## src/hw/rv_fetch_config.svh

```systemverilog
`ifndef RV_FETCH_CONFIG_SVH
`define RV_FETCH_CONFIG_SVH

// datapath and address width
`define XLEN 32

// fetch transaction id width
`define FETCH_ID_W 4

// boot address and sequential increment
`define RESET_PC 32'h8000_0000
`define PC_STEP  32'd4

`endif

```

## src/hw/rv_fetch_pkg.sv

```systemverilog
`include "rv_fetch_config.svh"

package rv_fetch_pkg;

    typedef logic [`XLEN-1:0]       pc_t;        // instruction address
    typedef logic [`FETCH_ID_W-1:0] fetch_id_t;  // fetch transaction id

    // fetch round sequencer
    typedef enum logic [2:0] {
        F_IDLE      = 3'd0,
        F_PREP      = 3'd1,
        F_MEM       = 3'd2,  // waiting on memory result
        F_WB        = 3'd3,  // waiting on write-back result
        F_ISSUE     = 3'd4,
        F_WAIT_CORE = 3'd5,
        F_FINISH    = 3'd6
    } fetch_state_e;

    // mul/div retirement tracking
    typedef enum logic [1:0] {
        MD_IDLE       = 2'd0,
        MD_EXEC       = 2'd1,
        MD_WAIT_READY = 2'd2,  // done seen while core not ready
        MD_RETIRE     = 2'd3
    } md_state_e;

endpackage

```

## src/hw/fetch_ctrl.sv

```systemverilog
module fetch_ctrl (
    input  logic                   clk,
    input  logic                   rst_n,
    input  logic                   mem_pending,    // load/store still owns the bus
    input  logic                   mem_res_valid,
    input  logic                   wb_res_valid,
    input  logic                   wb_start,
    input  logic                   core_ready,
    output logic                   fetch_valid,
    output rv_fetch_pkg::fetch_id_t fetch_id,
    output logic                   fetch_en
);

    import rv_fetch_pkg::*;

    localparam fetch_id_t ISSUE_ID = fetch_id_t'(1);  // id carried by a real fetch

    fetch_state_e state;
    fetch_state_e state_next;

    // fetch enable comes up one edge after reset release
    always_ff @(posedge clk or negedge rst_n) begin
        if (!rst_n) begin
            fetch_en <= 1'b0;
        end else begin
            fetch_en <= 1'b1;
        end
    end

    always_ff @(posedge clk or negedge rst_n) begin
        if (!rst_n) begin
            state <= F_IDLE;
        end else begin
            state <= state_next;
        end
    end

    always_comb begin
        state_next = state;
        case (state)
            F_IDLE: begin
                if (mem_pending) begin
                    state_next = F_MEM;
                end else begin
                    state_next = F_PREP;
                end
            end
            F_MEM: begin
                if (mem_res_valid) begin
                    state_next = F_WB;
                end
            end
            F_WB: begin
                if (wb_res_valid) begin
                    state_next = F_ISSUE;
                end
            end
            F_PREP: begin
                // a pending write-back goes ahead of the fetch
                if (wb_start) begin
                    state_next = F_WB;
                end else begin
                    state_next = F_ISSUE;
                end
            end
            F_ISSUE: begin
                if (mem_pending) begin
                    state_next = F_MEM;
                end else begin
                    state_next = F_WAIT_CORE;
                end
            end
            F_WAIT_CORE: begin
                if (core_ready) begin
                    state_next = F_FINISH;
                end
            end
            F_FINISH: begin
                state_next = F_IDLE;
            end
            default: begin
                state_next = F_IDLE;
            end
        endcase
    end

    // strobe and id are registered copies of the state decode
    always_ff @(posedge clk or negedge rst_n) begin
        if (!rst_n) begin
            fetch_valid <= 1'b0;
            fetch_id    <= '0;
        end else begin
            case (state)
                F_ISSUE: begin
                    fetch_valid <= 1'b1;   // one pulse per round
                    fetch_id    <= ISSUE_ID;
                end
                F_WAIT_CORE: begin
                    fetch_valid <= 1'b0;
                    fetch_id    <= ISSUE_ID;  // id stays up while core stalls
                end
                default: begin
                    fetch_valid <= 1'b0;
                    fetch_id    <= '0;
                end
            endcase
        end
    end

endmodule

```

## src/hw/md_stall_tracker.sv

```systemverilog
module md_stall_tracker (
    input  logic clk,
    input  logic rst_n,
    input  logic mul_busy,
    input  logic div_busy,
    input  logic mul_done,    // one cycle
    input  logic div_done,    // one cycle
    input  logic core_ready,
    input  logic redirect,
    output logic md_hold,
    output logic md_advance
);

    import rv_fetch_pkg::*;

    md_state_e state;
    md_state_e state_next;

    logic busy;
    logic done;

    assign busy = mul_busy | div_busy;
    assign done = mul_done | div_done;

    always_ff @(posedge clk or negedge rst_n) begin
        if (!rst_n) begin
            state <= MD_IDLE;
        end else begin
            state <= state_next;
        end
    end

    always_comb begin
        state_next = state;
        case (state)
            MD_IDLE: begin
                if (busy) begin
                    state_next = MD_EXEC;
                end
            end
            MD_EXEC: begin
                if (done && core_ready) begin
                    state_next = MD_RETIRE;
                end else if (done) begin
                    state_next = MD_WAIT_READY;
                end
            end
            MD_WAIT_READY: begin
                if (core_ready) begin
                    state_next = MD_RETIRE;
                end
            end
            MD_RETIRE: begin
                state_next = MD_IDLE;
            end
            default: begin
                state_next = MD_IDLE;
            end
        endcase
    end

    // busy covers the issue cycle before the state catches up
    assign md_hold = busy || (state == MD_EXEC) || (state == MD_WAIT_READY);

    // a same-cycle redirect takes over the pc instead
    assign md_advance = (state == MD_RETIRE) && !redirect;

endmodule

```

## src/hw/pc_reg.sv

```systemverilog
`include "rv_fetch_config.svh"

module pc_reg (
    input  logic              clk,
    input  logic              rst_n,
    input  logic              md_hold,      // mul/div in flight
    input  logic              md_advance,   // mul/div retires
    input  logic              mem_hold,
    input  logic              jalr_stall,
    input  logic              redirect,
    input  logic              core_ready,
    input  rv_fetch_pkg::pc_t redirect_pc,
    output rv_fetch_pkg::pc_t curr_pc
);

    import rv_fetch_pkg::*;

    logic jalr_q;      // jalr target is due this edge
    logic redirect_q;  // blocks the step right after a redirect
    pc_t  pc_next;

    always_ff @(posedge clk or negedge rst_n) begin
        if (!rst_n) begin
            jalr_q     <= 1'b0;
            redirect_q <= 1'b0;
        end else begin
            jalr_q     <= jalr_stall;
            redirect_q <= redirect;
        end
    end

    // priority order matters here
    always_comb begin
        if (md_advance) begin
            pc_next = curr_pc + `PC_STEP;
        end else if (md_hold) begin
            pc_next = curr_pc;
        end else if (mem_hold) begin
            pc_next = curr_pc;
        end else if (jalr_stall) begin
            pc_next = curr_pc;           // target not resolved yet
        end else if (jalr_q) begin
            pc_next = redirect_pc;
        end else if (redirect) begin
            pc_next = redirect_pc;
        end else if (core_ready && !redirect_q) begin
            pc_next = curr_pc + `PC_STEP;
        end else begin
            pc_next = curr_pc;
        end
    end

    always_ff @(posedge clk or negedge rst_n) begin
        if (!rst_n) begin
            curr_pc <= `RESET_PC;  // boot vector
        end else begin
            curr_pc <= pc_next;
        end
    end

endmodule

```

## src/hw/fetch_unit_top.sv

```systemverilog
module fetch_unit_top (
    input  logic                    clk,
    input  logic                    rst_n,
    input  logic                    redirect,
    input  rv_fetch_pkg::pc_t       redirect_pc,
    input  logic                    jalr_stall,
    input  logic                    mem_hold,
    input  logic                    mul_busy,
    input  logic                    div_busy,
    input  logic                    mul_done,
    input  logic                    div_done,
    input  logic                    core_ready,
    input  logic                    mem_pending,
    input  logic                    mem_res_valid,
    input  logic                    wb_res_valid,
    input  logic                    wb_start,
    output rv_fetch_pkg::pc_t       curr_pc,
    output logic                    fetch_valid,
    output rv_fetch_pkg::fetch_id_t fetch_id,
    output logic                    fetch_en
);

    // mul/div control into the pc
    logic md_hold;
    logic md_advance;

    fetch_ctrl u_fetch_ctrl (
        .clk           (clk),
        .rst_n         (rst_n),
        .mem_pending   (mem_pending),
        .mem_res_valid (mem_res_valid),
        .wb_res_valid  (wb_res_valid),
        .wb_start      (wb_start),
        .core_ready    (core_ready),
        .fetch_valid   (fetch_valid),
        .fetch_id      (fetch_id),
        .fetch_en      (fetch_en)
    );

    md_stall_tracker u_md_stall_tracker (
        .clk        (clk),
        .rst_n      (rst_n),
        .mul_busy   (mul_busy),
        .div_busy   (div_busy),
        .mul_done   (mul_done),
        .div_done   (div_done),
        .core_ready (core_ready),
        .redirect   (redirect),
        .md_hold    (md_hold),
        .md_advance (md_advance)
    );

    pc_reg u_pc_reg (
        .clk         (clk),
        .rst_n       (rst_n),
        .md_hold     (md_hold),
        .md_advance  (md_advance),
        .mem_hold    (mem_hold),
        .jalr_stall  (jalr_stall),
        .redirect    (redirect),
        .core_ready  (core_ready),
        .redirect_pc (redirect_pc),
        .curr_pc     (curr_pc)
    );

endmodule

```

## config.mk

```make
export PLATFORM = sky130hd
export DESIGN_NAME = fetch_unit_top
export DESIGN_NICKNAME = d
export VERILOG_FILES = /design/src/hw/rv_fetch_pkg.sv /design/src/hw/fetch_ctrl.sv /design/src/hw/md_stall_tracker.sv /design/src/hw/pc_reg.sv /design/src/hw/fetch_unit_top.sv
export VERILOG_INCLUDE_DIRS = /design/src /design/src/hw
export SDC_FILE = /design/constraint.sdc
export NUM_CORES = 1
export LEC_CHECK = 0
export BUFFER_PORTS_ARGS = -buffer_cell sky130_fd_sc_hd__clkbuf_2
export CAP_MARGIN = 5
export CELL_PAD_IN_SITES_DETAIL_PLACEMENT = 0
export CELL_PAD_IN_SITES_GLOBAL_PLACEMENT = 1
export CORE_ASPECT_RATIO = 1.2
export CORE_UTILIZATION = 37
export CTS_BUF_LIST = sky130_fd_sc_hd__clkbuf_16
export DETAILED_ROUTE_END_ITERATION = 10
export PLACE_DENSITY = 0.88
export SYNTH_ARGS = -nofsm -noshare
export SYNTH_HDL_FRONTEND = slang
export SYNTH_SLANG_ARGS = --single-unit
```

## constraint.sdc

```tcl
create_clock -name clk -period 2.7 [get_ports clk]
set_input_delay 0.675 -clock clk [delete_from_list [all_inputs] [get_ports clk]]
set_output_delay 0.675 -clock clk [all_outputs]
set_load 0.1 [all_outputs]
```

* After elaboration in Yosys (flattened, before gate mapping) *
Index checks and enable logic that the tools add are counted.

operators by class
  add/sub/neg operators = 1
  $mul = 0
  divide/modulo/power cells = 0
  order comparisons = 0
  equal/unequal tests = 17
  shift-type cells = 0
  multiplexer cells = 21
  bitwise logic cells = 2
  reduce and logical (&&, ||, !) cells = 14

operators with widths
  operator                                             number
  2-to-1 mux 32 bit                                    7
  adder 32 x 3 -> 32 bit, second input constant        1
  case mux 3 bit (6 select lines)                      1
  2-to-1 mux 3 bit                                     5
  2-to-1 mux 2 bit                                     5
  != test 2 x 1 -> 1 bit, second input constant        4
  != test 2 bit, second input constant                 4
  case mux 2 bit (4 select lines)                      1
  equality test 3 x 2 -> 1 bit, second input constant  2
  equality test 3 bit, second input constant           2
  AND reduction 3 bit                                  2
  equality test 2 bit, second input constant           2
  AND reduction 4 bit                                  1
  nonzero test 4 bit                                   1
  equality test 3 x 1 -> 1 bit, second input constant  1
  logical AND 1 bit                                    3
  logical NOT 3 bit                                    1
  != test 3 x 1 -> 1 bit, second input constant        1
  equality test 2 x 1 -> 1 bit, second input constant  1
  logical NOT 1 bit                                    2
  logical NOT 2 bit                                    1
  logical OR 1 bit                                     2
  2-to-1 mux 1 bit                                     2
  bitwise OR 1 bit                                     2
  OR reduction 2 bit                                   1

word-level totals
  flip-flop bits (word level) = 42
  latch bits = 0
  bits in writable memories = 0
  bits in read-only memories = 0
  bits of input ports = 46
  output and inout bits = 38
  memories = 0

* Depth between registers and ports, before layout *
  depth after elaboration = 9
  depth in mapped cells = 8

* Modules after synthesis *
Synthesis repeated with hierarchy kept, for this count alone.

unflattened totals
  cell total of the unflattened synthesis = 309
  area total of the unflattened synthesis = 2685.1 sq um

modules (own cells, without submodules)
  module            instances  cells an instance  area each (sq um)
  pc_reg            1          254                2145.8
  fetch_ctrl        1          36                 345.3
  md_stall_tracker  1          19                 193.9

* Worst setup path after synthesis *
OpenSTA, ideal clock, no wires.

  path kind = reg-to-reg
  start = register u_pc_reg.curr_pc[2]
  end = register u_pc_reg.curr_pc[30]
  library setup time = 0.175 ns
  arrival time = 2.442 ns
  required time = 2.525 ns
  slack = 0.083 ns
  cell stages (with the launch flop) = 8
  path buffers = 1
  period minus slack after synthesis = 2.617 ns
  cells stage by stage = dfrtp_1 -> ha_1 -> nand3_1 -> nor4_2 -> buf_2 -> a31oi_1 -> o21ai_0 -> o311ai_0

between the ends
  word-level cells in the longest chain between the ends = 8

ends and longest elaborated chain
  element                                      line          source
  start, declared                              pc_reg.sv:13  output rv_fetch_pkg::pc_t curr_pc
  start signal, assigned                       pc_reg.sv:55  curr_pc <= `RESET_PC;
  start signal, assigned                       pc_reg.sv:57  curr_pc <= pc_next;
  adder 32 x 3 -> 32 bit (no source line) (*)  --
  2-to-1 mux 32 bit                            pc_reg.sv:46  end else if (core_ready && !redirect_q) begin
  2-to-1 mux 32 bit                            pc_reg.sv:44  end else if (redirect) begin
  2-to-1 mux 32 bit                            pc_reg.sv:42  end else if (jalr_q) begin
  2-to-1 mux 32 bit                            pc_reg.sv:40  end else if (jalr_stall) begin
  2-to-1 mux 32 bit                            pc_reg.sv:38  end else if (mem_hold) begin
  2-to-1 mux 32 bit                            pc_reg.sv:36  end else if (md_hold) begin
  2-to-1 mux 32 bit (*)                        pc_reg.sv:34  if (md_advance) begin

Mark *: on every way between the ends. The rest lies on a longest branch, timed or not. The select of a mux whose other input is x is not followed.
A chain may end at the register's enable or synchronous reset.

* Worst setup path after layout *
  start = input port div_busy
  end = register u_pc_reg.curr_pc[4]

between the ends
  word-level cells in the longest chain between the ends = 5

ends and longest elaborated chain
  element                                  line                    source
  start, declared                          fetch_unit_top.sv:9     input logic div_busy,
  bitwise OR 1 bit                         md_stall_tracker.sv:22  assign busy = mul_busy | div_busy;
  logical OR 1 bit (2 in series)           md_stall_tracker.sv:63  assign md_hold = busy || (state == MD_EXEC) || (state == MD_WAIT_READY);
  != test 2 x 1 -> 1 bit (no source line)  --
  AND reduction 4 bit (no source line)     --

Every way passes these cells.

==> impl_metrics.json <==
{
  "drv_cap": 0,
  "hold_viol_final": 0,
  "clockBufferDepth": 2,
  "core_area_um2": 6810,
  "cts_root_buf": "clkbuf_16",
  "skew_ps": 3.51,
  "synth_seq_area_share": 0.406,
  "die_x_um": 78.4,
  "grt_overflow": 0,
  "yosys_warnings": 0,
  "postLayoutCellArea_um2": 3260,
  "cts_tree": "done",
  "cts_sinks": 42,
  "crit_arrival_ps": 2380,
  "mostFrequentLayoutCell": "clkbuf_2",
  "irDropWorstVdd_mv": 0.803,
  "clk_latency_ps": 280,
  "vias": 2609,
  "dpl.cell_count": 455,
  "worstPathMaxFanout": 9,
  "layout.nets": 427,
  "antenna_found_initial": 0,
  "setup_viol": 0,
  "fin_crit_sh": 0.820,
  "final_cell_mix": "clkbuf_2 (80), dfrtp_1 (41), nand2_1 (32), o21ai_0 (32), nand3_1 (18)",
  "drt_iter0_drc": 130,
  "cts_buffers": 5,
  "cts_hold_buf": 0,
  "via_per_inst": 5.63,
  "tightestPinTransition_ps": 669,
  "ctsResizeCount": 0,
  "rsz0062_at_grt": "false",
  "outcome": "finished clean",
  "synth_area_um2": 2590,
  "io_buffers": 80,
  "setup_slack_ps": 487,
  "dr.pass1.iters": 6,
  "end_kind": "flop",
  "max_freq_mhz": 452,
  "drt_drc_violations_left": 0,
  "die_area_um2": 7340,
  "post_drt_wl_per_cell_um": 14.8,
  "p_leak_nw": 1.52,
  "synth_edf_count": 0,
  "grt_pass1_vias": 2458,
  "placed_area_um2": 3130,
  "yosysUniqueCellTypes": 57,
  "num-fill-cells": 686,
  "period_minus_slack_ps": 2210,
  "htreeDepth": 2,
  "syn_area_per_cell_um2": 8.87,
  "ant_nets": 0,
  "ys_ff_latch": 42,
  "holdCritPathClass": "input port to asynchronous set/reset pin",
  "cp.required_ps": 2860,
  "place_congestion": 0.827,
  "gr-usage-all-layers": 0.195,
  "die_height_um": 93.7,
  "utilization": 0.479,
  "postCtsSetupBuffers": 0,
  "holdWs_ps": 468,
  "drv_slew": 0,
  "drt-total-wl_um": 6830,
  "syn_inst": 292,
  "area_growth_pct": 25.9,
  "synth_async_sr_flop_share": 1.00,
  "path_clk_slew_ps": 60,
  "synth_flop_cell": "dfrtp_1",
  "io-pin-count": 84,
  "powerDensity_nw_per_um2": 1350,
  "dp_slack_ps": 193,
  "rows": 33,
  "drive_gt1_frac": 0.303,
  "grt_pass1_wl_um": 11400,
  "num_antenna_cells": 0,
  "hpwl_um": 5100,
  "grt_max_degree": 43,
  "slew_headroom": 0.552,
  "fin_cells": 463,
  "tns_ps": 0,
  "power_mw": 4.41,
  "crit_type": "input port to flop",
  "start_util": 0.380,
  "start_kind": "input port"
}
-- critical path, stage by stage --
cell and delay, ps:
clkbuf_2 90, or4_4 550, a2111oi_4 280, or2_1 330, o21ai_0 140, a221o_1 310
-- state kept, by name, summed over array words and instances, names as in the netlist --
signal	cells
u_pc_reg.curr_pc	32
u_fetch_ctrl.state	3
u_md_stall_tracker.state	2
u_fetch_ctrl.fetch_en	1
u_fetch_ctrl.fetch_id	1
u_fetch_ctrl.fetch_valid	1
u_pc_reg.jalr_q	1
u_pc_reg.redirect_q	1
-- power by group --
group | total, mW | switching (mW) | internal (mW)
registers | 1.25 | 0.370 | 0.883
logic | 2.58 | 2.06 | 0.522
clock network | 0.569 | 0.234 | 0.334
-- final timing paths --
check	from	to	slack [ps]	depth (start not counted)
worst min register to register	u_pc_reg.curr_pc[1]	u_pc_reg.curr_pc[1]	520	1
max in group asynchronous	rst_n	u_pc_reg.curr_pc[31]	1850	2
min in group clk	u_pc_reg.curr_pc[1]	u_pc_reg.curr_pc[1]	520	1
worst max-delay path	div_busy	u_pc_reg.curr_pc[4]	490	6
worst max register to register	u_md_stall_tracker.state[0]	u_pc_reg.curr_pc[7]	520	7
worst min-delay path	rst_n	u_pc_reg.curr_pc[10]	470	2
-- metal layers --
metal | global-route usage | share of wire
met4 | 0.0756 | 0.017
met5 | 0 | 0
met1 | 0.243 | 0.44
met2 | 0.334 | 0.50
met3 | 0.0330 | 0.046
-- Yosys cell counts, types with 7 or more instances --
library cell / n / share of area
a21oi_1: 8 / 0.015
a31oi_1: 12 / 0.029
and3_1: 8 / 0.019
clkbuf_1: 9 / 0.013
dfrtp_1: 41 / 0.40
inv_1: 8 / 0.012
nand2_1: 32 / 0.046
nand3_1: 18 / 0.035
nor2_1: 18 / 0.026
o211ai_1: 10 / 0.029
o21ai_0: 32 / 0.062
o311ai_0: 7 / 0.024
-- logic make-up after synthesis --
group / after synthesis / synth area share
fa+ha+maj: 6 / 0.0290
mux: 3 / 0.0130
simple gates: 113 / 0.235
flops: 42 / 0.406
buf+inv: 26 / 0.0459
compound gates: 98 / 0.261
other cells: 2 / 0.00290
xor+xnor: 2 / 0.00676
-- area by class of cell --
| class | instances | area [µm²] | share of cell area |
|---|---|---|---|
| Clock inverter | 3 | 12.5 | 0.00383 |
| Inverter | 8 | 30.0 | 0.00920 |
| Sequential cell | 42 | 1050 | 0.322 |
| Tap cell | 87 | 109 | 0.0334 |
| Timing Repair Buffer | 92 | 490 | 0.150 |
| Clock buffer | 5 | 125 | 0.0383 |
| Multi-Input combinational cell | 226 | 1440 | 0.442 |
Power figures use the tool's default switching activity.
